===== src/cpu_params.svh =====
// Shared sizing macros for the accumulator CPU
// Bus width, address width, RAM depth, cycles per instruction

`ifndef CPU_PARAMS_SVH
`define CPU_PARAMS_SVH

// Bus and register width
`define CPU_DATA_W 8

`define CPU_ADDR_W 4      // PC and MAR width
`define CPU_RAM_WORDS 16  // One word per address

// Fixed instruction length, T1 to T6
`define CPU_T_STATES 6

`endif

===== src/cpu_pkg.sv =====
// Shared CPU types
// Opcode enum, control word struct, ALU flags struct

package cpu_pkg;

    // Upper nibble of the instruction byte
    typedef enum logic [3:0] {
        OP_LDA = 4'h0,  // A <- mem[addr]
        OP_ADD = 4'h1,  // A <- A + mem[addr]
        OP_SUB = 4'h2,  // A <- A - mem[addr]
        OP_STA = 4'h3,  // mem[addr] <- A
        OP_LDI = 4'h4,  // A <- imm, zero-extended
        OP_JMP = 4'h5,
        OP_JC  = 4'h6,  // Jump on carry
        OP_JZ  = 4'h7,  // Jump on zero
        OP_OUT = 4'hE,  // Output register <- A
        OP_HLT = 4'hF
    } opcode_e;

    // One control word per cycle, all enables active high
    typedef struct packed {
        logic pc_inc;     // Count up
        logic pc_out;     // PC onto the bus
        logic pc_load;    // Jump target from the bus
        logic mar_load;
        logic mdr_load;   // RAM write data from the bus
        logic ram_out;
        logic ram_write;
        logic ir_load;
        logic ir_out;     // Operand nibble onto the bus
        logic a_load;
        logic a_out;
        logic alu_sub;    // Subtract instead of add
        logic alu_out;    // ALU result onto the bus, also updates flags
        logic b_load;
        logic o_load;
    } ctrl_word_t;

    typedef struct packed {
        logic carry;  // Adder carry out, no borrow for SUB
        logic zero;
    } alu_flags_t;

endpackage


===== src/cpu_top.sv =====
// Accumulator CPU top level
// Control, PC, IR, memory path and datapath around one shared bus

`timescale 1ns/1ps
`include "cpu_params.svh"

module cpu_top (
    input  logic                   clk,
    input  logic                   rst,
    input  logic                   prog_we,    // RAM load port, used only during rst
    input  logic [`CPU_ADDR_W-1:0] prog_addr,
    input  logic [`CPU_DATA_W-1:0] prog_data,
    output logic [`CPU_DATA_W-1:0] out_data,
    output logic                   out_valid,
    output logic                   halted
);

    import cpu_pkg::*;

    ctrl_word_t             ctrl;
    opcode_e                opcode;
    alu_flags_t             flags;
    logic [`CPU_DATA_W-1:0] bus;
    logic [`CPU_ADDR_W-1:0] pc;
    logic [`CPU_DATA_W-1:0] ir_bus;     // Operand, zero-extended
    logic [`CPU_ADDR_W-1:0] ram_addr;
    logic [`CPU_DATA_W-1:0] ram_wdata;
    logic                   ram_we;
    logic [`CPU_DATA_W-1:0] ram_rdata;

    control_block cb (
        .clk(clk), .rst(rst), .opcode(opcode), .flags(flags),
        .ctrl(ctrl), .halted(halted)
    );

    program_counter pc_inst (.clk(clk), .rst(rst), .ctrl(ctrl), .bus(bus), .pc(pc));

    instruction_register ir (
        .clk(clk), .rst(rst), .ctrl(ctrl), .bus(bus), .opcode(opcode), .ir_bus(ir_bus)
    );

    input_mar_register mar (
        .clk(clk), .rst(rst), .ctrl(ctrl), .bus(bus),
        .prog_we(prog_we), .prog_addr(prog_addr), .prog_data(prog_data),
        .ram_addr(ram_addr), .ram_wdata(ram_wdata), .ram_we(ram_we)
    );

    dff_ram ram (.clk(clk), .we(ram_we), .addr(ram_addr), .wdata(ram_wdata), .rdata(ram_rdata));

    datapath dp (
        .clk(clk), .rst(rst), .ctrl(ctrl), .pc(pc), .ram_bus(ram_rdata), .ir_bus(ir_bus),
        .bus(bus), .flags(flags), .out_data(out_data), .out_valid(out_valid)
    );

endmodule


===== src/datapath.sv =====
// Datapath
// Bus source select, accumulator, B and output registers, ALU
// Output valid pulse one cycle after the output register loads

`timescale 1ns/1ps
`include "cpu_params.svh"

module datapath (
    input  logic                   clk,
    input  logic                   rst,
    input  cpu_pkg::ctrl_word_t    ctrl,
    input  logic [`CPU_ADDR_W-1:0] pc,
    input  logic [`CPU_DATA_W-1:0] ram_bus,
    input  logic [`CPU_DATA_W-1:0] ir_bus,
    output logic [`CPU_DATA_W-1:0] bus,
    output cpu_pkg::alu_flags_t    flags,
    output logic [`CPU_DATA_W-1:0] out_data,
    output logic                   out_valid
);

    logic [`CPU_DATA_W-1:0] a_q;         // Accumulator
    logic [`CPU_DATA_W-1:0] b_q;
    logic [`CPU_DATA_W-1:0] alu_result;

    // Bus mux, control drives at most one enable per cycle
    always_comb begin
        bus = '0;  // Nothing enabled reads as zero
        if (ctrl.pc_out)       bus = {{(`CPU_DATA_W-`CPU_ADDR_W){1'b0}}, pc};
        else if (ctrl.ram_out) bus = ram_bus;
        else if (ctrl.ir_out)  bus = ir_bus;
        else if (ctrl.a_out)   bus = a_q;
        else if (ctrl.alu_out) bus = alu_result;
    end

    always_ff @(posedge clk) begin
        if (rst) begin
            a_q       <= '0;
            out_valid <= 1'b0;
        end else begin
            if (ctrl.a_load) a_q <= bus;
            out_valid <= ctrl.o_load;  // Lines up with the new out_data
        end
    end

    register b_register (
        .clk (clk),
        .rst (rst),
        .load(ctrl.b_load),
        .d   (bus),
        .q   (b_q)
    );

    register output_register (
        .clk (clk),
        .rst (rst),
        .load(ctrl.o_load),
        .d   (bus),
        .q   (out_data)
    );

    alu alu_inst (
        .clk     (clk),
        .rst     (rst),
        .a       (a_q),
        .b       (b_q),
        .sub     (ctrl.alu_sub),
        .flags_en(ctrl.alu_out),  // Flags follow ADD and SUB only
        .result  (alu_result),
        .flags   (flags)
    );

endmodule


===== src/dff_ram.sv =====
// Flip-flop RAM, one byte per address
// Synchronous write, combinational read

`timescale 1ns/1ps
`include "cpu_params.svh"

module dff_ram (
    input  logic                   clk,
    input  logic                   we,
    input  logic [`CPU_ADDR_W-1:0] addr,
    input  logic [`CPU_DATA_W-1:0] wdata,
    output logic [`CPU_DATA_W-1:0] rdata
);

    // Program and data share the array
    logic [`CPU_DATA_W-1:0] mem [`CPU_RAM_WORDS];

    // Contents survive rst so a loaded program is kept
    always_ff @(posedge clk) begin
        if (we) begin
            mem[addr] <= wdata;
        end
    end

    // Read data valid in the same cycle as the address
    assign rdata = mem[addr];

endmodule


===== src/input_mar_register.sv =====
// Memory address and write data registers in front of the RAM
// Load port takes over the RAM while rst is high

`timescale 1ns/1ps
`include "cpu_params.svh"

module input_mar_register (
    input  logic                   clk,
    input  logic                   rst,
    input  cpu_pkg::ctrl_word_t    ctrl,
    input  logic [`CPU_DATA_W-1:0] bus,
    input  logic                   prog_we,
    input  logic [`CPU_ADDR_W-1:0] prog_addr,
    input  logic [`CPU_DATA_W-1:0] prog_data,
    output logic [`CPU_ADDR_W-1:0] ram_addr,
    output logic [`CPU_DATA_W-1:0] ram_wdata,
    output logic                   ram_we
);

    logic [`CPU_ADDR_W-1:0] mar_q;  // Low nibble of the bus
    logic [`CPU_DATA_W-1:0] mdr_q;

    always_ff @(posedge clk) begin
        if (ctrl.mar_load) mar_q <= bus[`CPU_ADDR_W-1:0];
        if (ctrl.mdr_load) mdr_q <= bus;
    end

    // Program loading path, only open during rst
    assign ram_addr  = rst ? prog_addr : mar_q;
    assign ram_wdata = rst ? prog_data : mdr_q;
    assign ram_we    = rst ? prog_we : ctrl.ram_write;

endmodule


===== src/instruction_register.sv =====
// Instruction register
// Opcode nibble to control, operand nibble to the bus

`timescale 1ns/1ps
`include "cpu_params.svh"

module instruction_register (
    input  logic                   clk,
    input  logic                   rst,
    input  cpu_pkg::ctrl_word_t    ctrl,
    input  logic [`CPU_DATA_W-1:0] bus,
    output cpu_pkg::opcode_e       opcode,
    output logic [`CPU_DATA_W-1:0] ir_bus
);

    import cpu_pkg::*;

    logic [`CPU_DATA_W-1:0] ir_q;

    always_ff @(posedge clk) begin
        if (rst) ir_q <= '0;  // Decodes as LDA, harmless at T6
        else if (ctrl.ir_load) ir_q <= bus;
    end

    // Unused codes pass through and decode to no action
    assign opcode = opcode_e'(ir_q[`CPU_DATA_W-1:`CPU_ADDR_W]);
    assign ir_bus = {{(`CPU_DATA_W-`CPU_ADDR_W){1'b0}}, ir_q[`CPU_ADDR_W-1:0]};

endmodule


===== src/register.sv =====
// Bus-loaded register with synchronous clear
// Serves as the B register and the output register

`timescale 1ns/1ps
`include "cpu_params.svh"

module register #(
    parameter int WIDTH = `CPU_DATA_W
) (
    input  logic             clk,
    input  logic             rst,
    input  logic             load,
    input  logic [WIDTH-1:0] d,
    output logic [WIDTH-1:0] q
);

    always_ff @(posedge clk) begin
        if (rst) q <= '0;
        else if (load) q <= d;  // Holds otherwise
    end

endmodule


===== src/alu.sv =====
// Adder/subtractor on A and B
// Carry and zero flags registered when the result is taken

`timescale 1ns/1ps
`include "cpu_params.svh"

module alu (
    input  logic                   clk,
    input  logic                   rst,
    input  logic [`CPU_DATA_W-1:0] a,
    input  logic [`CPU_DATA_W-1:0] b,
    input  logic                   sub,
    input  logic                   flags_en,
    output logic [`CPU_DATA_W-1:0] result,
    output cpu_pkg::alu_flags_t    flags
);

    logic [`CPU_DATA_W-1:0] b_eff;  // B or its complement
    logic [`CPU_DATA_W:0]   sum;    // Extra bit is the carry out

    // Two's complement subtract, carry in is the sub bit
    assign b_eff  = sub ? ~b : b;
    assign sum    = {1'b0, a} + {1'b0, b_eff} + {{`CPU_DATA_W{1'b0}}, sub};
    assign result = sum[`CPU_DATA_W-1:0];

    always_ff @(posedge clk) begin
        if (rst) begin
            flags <= '0;
        end else if (flags_en) begin
            flags.carry <= sum[`CPU_DATA_W];  // For SUB, set when a >= b
            flags.zero  <= (result == '0);
        end
    end

endmodule


===== src/control_block.sv =====
// Control block
// One-hot T-state ring counter, halt latch
// Opcode and T-state to control word decoder

`timescale 1ns/1ps
`include "cpu_params.svh"

module control_block (
    input  logic                clk,
    input  logic                rst,
    input  cpu_pkg::opcode_e    opcode,
    input  cpu_pkg::alu_flags_t flags,
    output cpu_pkg::ctrl_word_t ctrl,
    output logic                halted
);

    import cpu_pkg::*;

    // Bit positions in the ring, T6 decodes to an idle word
    localparam int T1 = 0;
    localparam int T2 = 1;
    localparam int T3 = 2;
    localparam int T4 = 3;
    localparam int T5 = 4;

    logic [`CPU_T_STATES-1:0] t_state;  // One hot
    logic                     halt_now;  // T3 of HLT
    logic                     jump_ok;   // Jump taken for JMP, JC, JZ

    assign halt_now = t_state[T3] && (opcode == OP_HLT);

    assign jump_ok = (opcode == OP_JMP) ||
                     ((opcode == OP_JC) && flags.carry) ||
                     ((opcode == OP_JZ) && flags.zero);

    // Reset parks the ring at T6, so the first edge after rst starts T1
    always_ff @(posedge clk) begin
        if (rst) begin
            t_state <= {1'b1, {(`CPU_T_STATES-1){1'b0}}};
            halted  <= 1'b0;
        end else begin
            if (!(halted || halt_now)) begin
                t_state <= {t_state[`CPU_T_STATES-2:0], t_state[`CPU_T_STATES-1]};
            end
            if (halt_now) halted <= 1'b1;  // Held until the next rst
        end
    end

    always_comb begin
        ctrl = '0;
        // Fetch, same for every opcode
        if (t_state[T1]) begin
            ctrl.pc_out   = 1'b1;
            ctrl.mar_load = 1'b1;
        end
        if (t_state[T2]) begin
            ctrl.ram_out = 1'b1;
            ctrl.ir_load = 1'b1;
            ctrl.pc_inc  = 1'b1;
        end
        // Execute
        if (t_state[T3]) begin
            case (opcode)
                OP_LDA, OP_ADD, OP_SUB, OP_STA: begin
                    ctrl.ir_out   = 1'b1;  // Operand address into MAR
                    ctrl.mar_load = 1'b1;
                end
                OP_LDI: begin
                    ctrl.ir_out = 1'b1;
                    ctrl.a_load = 1'b1;
                end
                OP_JMP, OP_JC, OP_JZ: begin
                    ctrl.ir_out  = jump_ok;
                    ctrl.pc_load = jump_ok;  // Not taken, PC already points past
                end
                OP_OUT: begin
                    ctrl.a_out  = 1'b1;
                    ctrl.o_load = 1'b1;
                end
                default: ;  // HLT handled by the latch, unused opcodes idle
            endcase
        end
        if (t_state[T4]) begin
            case (opcode)
                OP_LDA: begin
                    ctrl.ram_out = 1'b1;
                    ctrl.a_load  = 1'b1;
                end
                OP_ADD, OP_SUB: begin
                    ctrl.ram_out = 1'b1;
                    ctrl.b_load  = 1'b1;
                end
                // A and the operand cannot share the bus, data follows a cycle later
                OP_STA: begin
                    ctrl.a_out    = 1'b1;
                    ctrl.mdr_load = 1'b1;
                end
                default: ;
            endcase
        end
        if (t_state[T5]) begin
            case (opcode)
                OP_ADD, OP_SUB: begin
                    ctrl.alu_out = 1'b1;  // Also latches the flags
                    ctrl.alu_sub = (opcode == OP_SUB);
                    ctrl.a_load  = 1'b1;
                end
                OP_STA: ctrl.ram_write = 1'b1;
                default: ;
            endcase
        end
        if (rst) ctrl = '0;  // Idle word while the program loads
    end

endmodule


===== src/program_counter.sv =====
// Program counter
// Counts up on pc_inc, loads the jump target from the bus on pc_load

`timescale 1ns/1ps
`include "cpu_params.svh"

module program_counter (
    input  logic                   clk,
    input  logic                   rst,
    input  cpu_pkg::ctrl_word_t    ctrl,
    input  logic [`CPU_DATA_W-1:0] bus,
    output logic [`CPU_ADDR_W-1:0] pc
);

    logic [`CPU_ADDR_W-1:0] pc_q;

    always_ff @(posedge clk) begin
        if (rst) begin
            pc_q <= '0;
        end else if (ctrl.pc_load) begin
            pc_q <= bus[`CPU_ADDR_W-1:0];  // Jump wins over count
        end else if (ctrl.pc_inc) begin
            // Wraps from 15 back to 0
            pc_q <= pc_q + {{(`CPU_ADDR_W-1){1'b0}}, 1'b1};
        end
    end

    assign pc = pc_q;  // Zero-extended onto the bus by the datapath

endmodule


===== config.mk =====
export PLATFORM = sky130hd
export DESIGN_NAME = cpu_top
export DESIGN_NICKNAME = d
export VERILOG_FILES = /design/src/cpu_pkg.sv /design/src/cpu_top.sv /design/src/datapath.sv /design/src/dff_ram.sv /design/src/input_mar_register.sv /design/src/instruction_register.sv /design/src/register.sv /design/src/alu.sv /design/src/control_block.sv /design/src/program_counter.sv
export VERILOG_INCLUDE_DIRS = /design/src /design/src/src
export SDC_FILE = /design/constraint.sdc
export NUM_CORES = 1
export LEC_CHECK = 0
export BUFFER_PORTS_ARGS = -buffer_cell sky130_fd_sc_hd__buf_2
export CAP_MARGIN = 20
export CORE_ASPECT_RATIO = 0.75
export CORE_UTILIZATION = 62
export CTS_CLUSTER_DIAMETER = 60
export DETAILED_ROUTE_END_ITERATION = 8
export GPL_TIMING_DRIVEN = 0
export PLACE_DENSITY = 0.79
export SLEW_MARGIN = 20
export SYNTH_ARGS = -nofsm -noshare
export SYNTH_HDL_FRONTEND = slang
export SYNTH_HIERARCHICAL = 1
export SYNTH_SLANG_ARGS = --single-unit
export TNS_END_PERCENT = 1

===== constraint.sdc =====
create_clock -name clk -period 4.8 [get_ports clk]
set_input_delay 0.72 -clock clk [delete_from_list [all_inputs] [get_ports clk]]
set_output_delay 0.72 -clock clk [all_outputs]
set_load 0.005 [all_outputs]

[After elaboration in Yosys (flattened, before gate mapping)]
Memory sizes are Yosys's and may differ from the RTL's.
Cells that the tools add are included.
Widths: inputs -> output; s select.
Word-level totals
  bits in registers: 58
  memory bits (writable): 128
  bits of input ports: 15
  word-level logic and storage cells: 77
  memories: 1
Cells by class
  $add $sub $neg: 3
  equality and inequality tests: 9
  muxes and demuxes: 37
  bitwise logic cells: 1
  reduce and logical (&&, ||, !) cells: 14
Memories
  ram.mem: words 16, bits a word 8, rd ports 1, clocked after Yosys merged registers in 0, wr ports 1, RTL line dff_ram.sv:16  | logic [`CPU_DATA_W-1:0] mem [`CPU_RAM_WORDS];
Operators with widths (count)
  $mux 8: 7
  $mux 1: 19
  $eq 4x3->1 const B: 4
  $mux 15: 1
  $mux 4: 3
  $mux 2: 5
  $add 8x8->9: 1
  $add 9x1->9: 1
  $eq 4x2->1 const B: 2
  $eq 4x4->1 const B: 2
  $logic_not 8->1: 1
  $not 8->8: 1
  $reduce_or 3->1: 2
  $reduce_or 5->1: 1
  $add 4x1->4 const B: 1
  $eq 4x1->1 const B: 1
  $logic_not 4->1: 1
  $reduce_or 4->1: 1
  $logic_and 1x1->1: 3
  $logic_or 1x1->1: 3
  $mux 3: 1
  $pmux 1 s2: 1
  $reduce_bool 2->1: 1
  $reduce_or 2->1: 1

[Logic depth before layout (Yosys ltp)]
Gate-level depths: netlist of run 1.
  word-level depth: 20
  mapped depth: 18
  depth with buffers taken out: 15

[Modules after synthesis]
The synthesis of run 1 kept the hierarchy.
By module, submodules not included
  dff_ram: times used 1, cells an instance 222, area each 4907.2 µm², sequential area each 3843.7 µm²
  control_block: times used 1, cells an instance 76, area each 610.6 µm², sequential area each 140.1 µm²
  datapath: times used 1, cells an instance 66, area each 605.6 µm², sequential area each 180.2 µm²
  alu: times used 1, cells an instance 71, area each 573.0 µm², sequential area each 40.0 µm²
  register: times used 2, cells an instance 26, area each 285.3 µm², sequential area each 160.2 µm²
  input_mar_register: times used 1, cells an instance 26, area each 555.5 µm², sequential area each 360.3 µm²
  instruction_register: times used 1, cells an instance 31, area each 319.1 µm², sequential area each 160.2 µm²
  program_counter: times used 1, cells an instance 22, area each 205.2 µm², sequential area each 80.1 µm²

[Least setup slack after synthesis of run 1]
OpenSTA, ideal clock, no wires.
  path kind: input-to-reg
  start: input port rst
  end: register dp.b_register.q[6]
  library setup time: 0.124 ns
  arrival: 3.500 ns
  required time: 4.676 ns
  setup slack: 1.176 ns
  cell stages on the path: 18
  buffers on the path: 3
  path through: buf_4 > inv_1 > nand3_1 > nor3b_1 > buf_6 > xor2_1 > inv_1 > fa_1 > nor2b_4 > o31a_1 > o311a_1 > nor2_1 > buf_4 > and2b_1 > a221oi_2 > nor2_1 > mux2i_1 > nor2_1
RTL lines
  from (decl): RTL line cpu_top.sv:9  | input logic rst,
  to (signal assigned): RTL line register.sv:18  | if (rst) q <= '0;
  to (signal assigned): RTL line register.sv:19  | else if (load) q <= d;
  to (decl): RTL line register.sv:14  | output logic [WIDTH-1:0] q

==> impl_metrics.toml, run 1 <==
[outcome]
status = "completed"

[grt]
grt_max_degree = 23
antenna_found_initial = 0
grt_pass1_wl_mm = 28.4
grtUsageMet1_pct = 42.3
grt_use_met2_pct = 44.3
grt_pass1_vias = 5046
grt.total_usage_pct = 29.0
grt_use_met3_pct = 6.45
grt_overflow = 0
grt-busiest-layer = "met2"

[power_and_ir_drop]
p_sw_uw = 837
power_frac_comb_pct = 9.3
p_per_area_mw_per_mm2 = 373
swShare_pct = 24.1
power_leakage_nw = 3.28
p_seq_share_pct = 51.0
intPower_mw = 2.63
peakVddDrop_mv = 0.318
p_clk_share_pct = 39.7

[layout]
final_common_cell = "edfxtp_1"
fin_util_pct = 71.3
drive_gt1_share_pct = 24.6
fin_area_mm2 = 0.00931
num-nets-final = 636
final_cell_mix = "edfxtp_1 (140), nor2_1 (62), dfxtp_1 (46)"
nFillCells = 820
stdcell_count = 796
syn_to_final_growth_pct = 11.5
diodes = 0

[yosys]
synth_edf_count = 140
netlist_area_mm2 = 0.00835
ys_types = 76
synth-seq-cells = 186
ys_warn_count = 6
synthArstFlopShare_pct = 0
synth_cells = 566
syn_area_per_cell_um2 = 14.7
synth_flop_cell = "edfxtp_1"
seq_area_frac_synth_pct = 61.4

[floorplan]
die_area_mm2 = 0.0139
std_cell_rows = 36
io_pins = 25
initial_core_util_pct = 63.9
die_h_um = 102
core_mm2 = 0.0131
fp.dieW_um = 136

[setup_path]
worstPathArrival_ns = 4.55
worstReg2RegStart = "ir/ir_q[6]"
critPathMaxFanout = 22
crit_end = "dp/output_register/q[6]"
start_kind = "input port"
r2r_cells = 17
rrSetupSlack_ns = 0.91
crit_type = "in2reg"
critPathCaptureType = "flip-flop"
crit_required_ns = 5.18
crit_start = "rst"
r2r_end = "dp/output_register/q[6]"

[placed_design]
placed_area_mm2 = 0.00872
io_buffers = 24
gp_congestion = 0.858
placedCellCount = 764
hpwl_mm = 12.7
place_ws_ns = 0.222

[route]
drt_wl_total_mm = 18.8
drt_pre_antenna_iters = 6
dr_total_vias = 5215
drc = 0
avgRoutedWirePerCell_um = 23.6
first_iter_violations = 694
avgViaCountPerCell = 6.55
ant_nets = 0

[clock_tree]
cts_resized = 0
clk_latency_ns = 0.44
postCtsSetupBuffers = 0
cts_buffers = 17
cts.clk_slew.worst_paths_ns = 0.07
cts.sinks = 186
cts.path.max_buffers = 2
cts_tree = "yes"
root_buffer = "clkbuf_16"
ctsHtreeMaxLevel = 4
hold_buffers = 0

[sta]
fin_crit_sh_pct = 86.9
period_minus_slack_ns = 4.17
relSlewSlack_pct = 34.0
finClkSkew_ns = 0.0115
drv_slew = 0
fin_setup_tns_ns = 0
hold_violations = 0
layout_setup_ws_ns = 0.628
setup-violations-final = 0
worst_slew_pin_slew_ns = 0.985
max_freq_mhz = 240
rsz0062_at_grt = "false"

[min_path]
hold_path_class = "reg2reg"

[flow_run]
maxCapViolCount = 0
state kept, by name (all words and copies together), names as in the netlist:
| register | flops |
|---|---|
| cb/halted | 1 |
| pc_inst/pc | 4 |
| dp/b_register/q | 8 |
| dp/output_register/q | 8 |
| dp/out_valid | 1 |
| mar/mar_q | 4 |
| dp/a_q | 8 |
| ram/mem | 128 |
| dp/alu_inst/flags | 2 |
| mar/mdr_q | 8 |
| cb/t_state | 6 |
| ir/ir_q | 8 |
per-layer routing:
layer | wire length [µm] | share of wire [%] | vias to the layer above
li1 | - | - | 2281
met1 | 8080 | 43 | 2635
met2 | 8810 | 47 | 271
met3 | 1700 | 9.0 | 28
met4 | 239 | 1.3 | 0
met5 | 0 | 0 | -
power groups by stage:
stage / combinational [mW] / clock, mW / sequential [mW]
detailed placement: 0.317 / 0 / 1.80
CTS: 0.320 / 1.38 / 1.77
finish: 0.325 / 1.38 / 1.77
global placement: 0.305 / 0 / 1.80
global route: 0.344 / 1.44 / 1.77
floorplan: 0.225 / 0 / 1.80
critical path: stages:
cell,delay [ns]
buf_2,0.25
buf_4,0.25
inv_1,0.17
nand3_1,0.20
nor3b_1,0.31
buf_6,0.20
xor2_1,0.18
ha_1,0.32
nor2b_4,0.17
o31a_1,0.28
o311a_1,0.34
nor2_1,0.12
buf_4,0.11
and2b_1,0.13
a221oi_2,0.06
nor2_1,0.46
mux2i_1,0.16
nor2_1,0.10
final cells by class:
class                   count  area, µm²  share of cell area [%]
flip-flops and latches    186       5120                    55.1
multi-input cells         328       2920                    31.3
clock buffers              20        489                    5.26
plain buffers              42        297                    3.19
well taps                 171        214                    2.30
repair buffers             24        120                    1.29
clock inverters            12       97.6                    1.05
inverters                  13       48.8                   0.524
cell usage after synthesis, drive strengths merged (5+ instances only):
cell type	n	area share [%]
o32ai	5	0.52
a22oi	16	1.4
nand2b	11	0.82
nand2	23	1.1
ha	8	1.2
inv	13	0.58
xnor2	5	0.52
mux2	14	2.3
xor2	10	1.0
nand3	5	0.36
edfxtp	140	50
nor3	8	0.48
o22ai	5	0.37
mux4	32	8.6
a21oi	10	0.60
nor2	62	2.8
buf	39	3.4
dfxtp	46	11
a221oi	9	1.4
mux2i	28	3.4
nor2b	6	0.54
stage by stage:
stage	hold slack, ns	total power [mW]
2_1_floorplan	0.461	2.02
3_3_place_gp	0.473	2.11
3_5_place_dp	0.488	2.12
4_1_cts	0.511	3.47
5_1_grt	0.534	3.55
6_report	0.508	3.47
kinds of logic (layout without fill, tap and decap cells):
group                      count (synthesis)  after routing  share of synthesized area, %
and+or+nand+nor                          141            141                          8.56
xor gates and xnor gates                  15             15                          1.57
DFF                                      186            186                          61.4
AOI/OAI and AO/OA                         85             85                          8.47
other                                      1              4                        0.0449
buffers and inverters                     55            111                          4.14
muxes                                     74             74                          14.4
adders and majority gates                  9              9                          1.44
worst min-delay path by stage:
stage / from / end / depth (start not counted)
4_1_cts: dp/a_q[2] / dp/a_q[2] / 2
5_1_grt: dp/b_register/q[7] / dp/b_register/q[7] / 2
3_5_place_dp: dp/output_register/q[3] / dp/output_register/q[3] / 2
3_3_place_gp: dp/output_register/q[0] / dp/output_register/q[0] / 2
2_1_floorplan: ir/ir_q[0] / ir/ir_q[0] / 2
6_report: dp/output_register/q[7] / dp/output_register/q[7] / 2
(Power assumes the default switching activity.)
==> run 2, diff against run 1 <==
--- a/config.mk
+++ b/config.mk
@@ -6,7 +6,7 @@
 export SDC_FILE = /design/constraint.sdc
 export NUM_CORES = 1
 export LEC_CHECK = 0
-export BUFFER_PORTS_ARGS = -buffer_cell sky130_fd_sc_hd__buf_2
+export BUFFER_PORTS_ARGS = -buffer_cell sky130_fd_sc_hd__buf_4
 export CAP_MARGIN = 20
 export CORE_ASPECT_RATIO = 0.75
 export CORE_UTILIZATION = 62
==> constraint.sdc (replaced) <==
create_clock -name clk -period 4.8 [get_ports clk]
set_input_delay 0.72 -clock clk [delete_from_list [all_inputs] [get_ports clk]]
set_output_delay 0.72 -clock clk [all_outputs]
set_load 0.02 [all_outputs]
==> impl_metrics.toml, run 2 (synthesized netlist as in run 1, its figures left out) <==
[outcome]
status = "completed"

[clock_tree]
cts.clk_slew.worst_paths_ns = 0.07
postCtsSetupBuffers = 0
ctsHtreeMaxLevel = 4
cts.sinks = 186
cts.path.max_buffers = 2
cts_tree = "yes"
root_buffer = "clkbuf_16"
cts_resized = 0
cts_buffers = 17
clk_latency_ns = 0.44
hold_buffers = 0

[min_path]
hold_path_class = "reg2reg"

[setup_path]
rrSetupSlack_ns = 0.82
worstPathArrival_ns = 4.57
start_kind = "input port"
max_stage_delay_ns = 0.52
crit_type = "in2reg"
cp_slowest_cell = "nor2_1"
crit_required_ns = 5.16
path_cells = "buf_4, buf_4, inv_1, nand3_1, nor3b_1, buf_6, xor2_1, inv_1, fa_1, nor2b_4, o31a_1, o22ai_1, nor2_1, buf_4, and2b_1, a221oi_2, nor2_1, mux2i_1, nor2_1"
critPathMaxFanout = 22
critPathCaptureType = "flip-flop"

[floorplan]
io_pins = 25
std_cell_rows = 36
die_h_um = 102
initial_core_util_pct = 63.9
core_mm2 = 0.0131
die_area_mm2 = 0.0139
fp.dieW_um = 136

[sta]
finClkSkew_ns = 0.0193
layout_setup_ws_ns = 0.589
drv_slew = 0
fin_hold_ws_ns = 0.504
setup-violations-final = 0
fin_setup_tns_ns = 0
rsz0062_at_grt = "false"
worst_slew_pin_slew_ns = 0.931
relSlewSlack_pct = 37.6
max_freq_mhz = 237
hold_violations = 0
period_minus_slack_ns = 4.21
fin_crit_sh_pct = 87.7

[power_and_ir_drop]
power_leakage_nw = 3.27
peakVddDrop_mv = 0.332
p_per_area_mw_per_mm2 = 374

[flow_run]
maxCapViolCount = 0

[layout]
regMostFlops = "ram/mem"
syn_to_final_growth_pct = 12.3
stdcell_count = 796
final_common_cell = "edfxtp_1"
largest_register_ffs = 128
drive_gt1_share_pct = 24.2
nFillCells = 813
diodes = 0
final_cell_mix = "edfxtp_1 (140), nor2_1 (62), dfxtp_1 (46)"
num-nets-final = 636
fin_area_mm2 = 0.00937

[placed_design]
place_ws_ns = 0.289
placed_area_mm2 = 0.00878
gp_congestion = 0.851
placedCellCount = 764
hpwl_mm = 12.5
io_buffers = 24

[grt]
grt_pass1_wl_mm = 28.4
grt_max_degree = 23
grt_pass1_vias = 5017
grt_overflow = 0
antenna_found_initial = 0
grt.total_usage_pct = 29.2

[route]
ant_nets = 0
avgRoutedWirePerCell_um = 23.8
first_iter_violations = 620
drc = 0
avgViaCountPerCell = 6.56
dr_total_vias = 5224
drt_pre_antenna_iters = 5
drt_wl_total_mm = 19.0
run 2: per-layer routing:
layer	routed length, µm	vias up	track usage (%)
met5	0	-	0
met4	344	0	10.9
met3	1740	36	7.49
met2	8610	283	43.5
met1	8270	2629	41.8
li1	-	2276	-
run 2: where the power goes:
part | switching [mW] | leakage [nW] | total (mW) | internal [mW]
registers | 0.0146 | 1.64 | 1.77 | 1.75
logic | 0.196 | 1.35 | 0.328 | 0.132
clock network | 0.587 | 0.280 | 1.41 | 0.822
total | 0.797 | 3.27 | 3.51 | 2.71
run 2: worst paths after layout:
path / start / to / cells after the start
worst min register to register: ir/ir_q[5] / ir/ir_q[5] / 2
worst max-delay path: rst / dp/b_register/q[6] / 19
worst max register to register: ir/ir_q[6] / dp/b_register/q[6] / 18
worst min-delay path: ir/ir_q[5] / ir/ir_q[5] / 2
run 2: area by class of cell:
cell class	count	area (µm²)	area share (%)
buffer	42	297	3.16
tap	171	214	2.28
clock buffer	22	444	4.74
sequential	186	5120	54.7
clock inverter	10	144	1.54
timing repair buffer	24	180	1.92
multi-input combinational	328	2920	31.1
inverter	13	48.8	0.521
run 2: critical path, delay by kind of cell:
| kind | cells | cell delay (ns) |
|---|---|---|
| compound gates | 3 | 0.39 |
| xor+xnor | 1 | 0.29 |
| fa+ha+maj | 1 | 0.48 |
| buf+inv | 6 | 1.00 |
| mux | 1 | 0.20 |
| simple gates | 7 | 1.47 |
run 2: through the flow:
step           util [%]  total power, mW
5_1_grt            71.7             3.59
2_1_floorplan         -             2.02
3_5_place_dp       67.2             2.12
6_report           71.7             3.51
4_1_cts            71.7             3.52
3_3_place_gp       67.0             2.11
==> run 3, diff against run 2 <==
--- a/config.mk
+++ b/config.mk
@@ -13,7 +13,7 @@
 export CTS_CLUSTER_DIAMETER = 60
 export DETAILED_ROUTE_END_ITERATION = 8
 export GPL_TIMING_DRIVEN = 0
-export PLACE_DENSITY = 0.79
+export PLACE_DENSITY_LB_ADDON = 0.2
 export SLEW_MARGIN = 20
 export SYNTH_ARGS = -nofsm -noshare
 export SYNTH_HDL_FRONTEND = slang
==> impl_metrics.toml, run 3 (synthesized netlist as in run 1, its figures left out) <==
[setup_path]
worstPathArrival_ns = 4.46
rrSetupSlack_ns = 0.85
r2r_cells = 18
worstReg2RegStart = "ir/ir_q[6]"
crit_type = "in2reg"
crit_required_ns = 5.10
critPathMaxFanout = 22
critPathCaptureType = "flip-flop"
start_kind = "input port"
r2r_end = "dp/b_register/q[6]"

[grt]
grt.total_usage_pct = 28.1
grt_pass1_vias = 4799
grt_max_degree = 23
grt-busiest-layer = "met1"
grt_use_met2_pct = 39.7
grt_pass1_wl_mm = 27.6
grt_use_met3_pct = 8.18
antenna_found_initial = 0
grt_overflow = 0
grtUsageMet1_pct = 42.2

[min_path]
hp-start = "dp/b_register/q[5]"
hold_path_class = "reg2reg"
holdPathStages = 2
hold_end = "dp/b_register/q[5]"

[sta]
period_minus_slack_ns = 4.16
finClkSkew_ns = 0.0100
hold_violations = 0
fin_setup_tns_ns = 0
rsz0062_at_grt = "false"
max_freq_mhz = 240
drv_slew = 0
setup-violations-final = 0
fin_crit_sh_pct = 86.7
worst_slew_pin_slew_ns = 0.872
relSlewSlack_pct = 41.6

[clock_tree]
root_buffer = "clkbuf_16"
hold_buffers = 0
cts.clk_slew.worst_paths_ns = 0.06
ctsHtreeMaxLevel = 4
postCtsSetupBuffers = 0
cts.path.max_buffers = 2
cts.sinks = 186
cts_resized = 0
cts_buffers = 17
clk_latency_ns = 0.43
cts_tree = "yes"

[layout]
final_common_cell = "edfxtp_1"
drive_gt1_share_pct = 25.0
regMostFlops = "ram/mem"
num-nets-final = 636
fin_util_pct = 71.9
syn_to_final_growth_pct = 12.5
diodes = 0
final_cell_mix = "edfxtp_1 (140), nor2_1 (62), dfxtp_1 (46)"
largest_register_ffs = 128

[floorplan]
std_cell_rows = 36
initial_core_util_pct = 63.9
io_pins = 25
core_mm2 = 0.0131
die_h_um = 102
die_area_mm2 = 0.0139
fp.dieW_um = 136

[outcome]
status = "completed"

[power_and_ir_drop]
peakVddDrop_mv = 0.329
power_mw = 3.50
p_seq_share_pct = 50.5
p_clk_share_pct = 40.2
power_leakage_nw = 3.30
p_per_area_mw_per_mm2 = 373
power_frac_comb_pct = 9.3
swShare_pct = 22.9
p_sw_uw = 803
intPower_mw = 2.70

[route]
drt_wl_total_mm = 18.2
dr_total_vias = 5110
avgRoutedWirePerCell_um = 22.9
ant_nets = 0
avgViaCountPerCell = 6.42
drc = 0
first_iter_violations = 481
drt_pre_antenna_iters = 5

[placed_design]
hpwl_mm = 12.5
io_buffers = 24
gp_congestion = 0.853

[flow_run]
maxCapViolCount = 0
[run 3: per-stage QoR]
stage / hold slack [ns] / std cells / worst slack [ns] / area (µm²)
after detailed placement: 0.484 / 764 / 0.278 / 8780
after global routing: 0.540 / 796 / 0.372 / 9390
after floorplan: 0.461 / 569 / 1.18 / 8360
final: 0.514 / 796 / 0.638 / 9390
after CTS: 0.511 / 796 / 0.722 / 9380
after global placement: 0.479 / 764 / 0.430 / 8750
[run 3: worst max-delay path by stage]
stage          startpoint                      end  slack (ns)  cells past startpoint
4_1_cts               rst       dp/b_register/q[6]        0.72                     19
5_1_grt               rst       dp/b_register/q[6]        0.37                     19
2_1_floorplan         rst       dp/b_register/q[6]        1.18                     18
3_5_place_dp          rst       dp/b_register/q[6]        0.28                     19
3_3_place_gp          rst  dp/output_register/q[6]        0.43                     18
6_report              rst       dp/b_register/q[6]        0.64                     19
[run 3: power groups by stage]
| stage | Clock [mW] | Sequential (mW) | Combinational [mW] |
|---|---|---|---|
| floorplan | 0 | 1.80 | 0.225 |
| global placement | 0 | 1.80 | 0.312 |
| detailed placement | 0 | 1.80 | 0.321 |
| CTS | 1.43 | 1.77 | 0.323 |
| global route | 1.48 | 1.77 | 0.348 |
| finish | 1.41 | 1.77 | 0.327 |
[run 3: cell type report]
class | instances | area (µm²)
flip-flops and latches | 186 | 5120
fillers | 836 | 3670
multi-input cells | 328 | 2920
clock buffers | 22 | 508
plain buffers | 42 | 297
well taps | 171 | 214
repair buffers | 24 | 180
clock inverters | 10 | 97.6
inverters | 13 | 48.8
[run 3: routing by layer]
metal / vias to the layer above / wire [µm]
li1: 2280 / -
met1: 2568 / 8160
met2: 239 / 8020
met3: 23 / 1750
met4: 0 / 295
met5: - / 0
[run 3: critical path, stage by stage]
cell and delay (ns):
buf_4 0.20, buf_4 0.20, inv_1 0.19, nand3_1 0.16, nor3b_1 0.28, buf_6 0.19, xor2_1 0.28, inv_1 0.10
fa_1 0.47, nor2b_4 0.15, o31a_1 0.19, o311a_1 0.22, nor2_1 0.07, buf_4 0.13, and2b_1 0.15, a221oi_2 0.26
nor2_1 0.19, mux2i_1 0.20, nor2_1 0.07
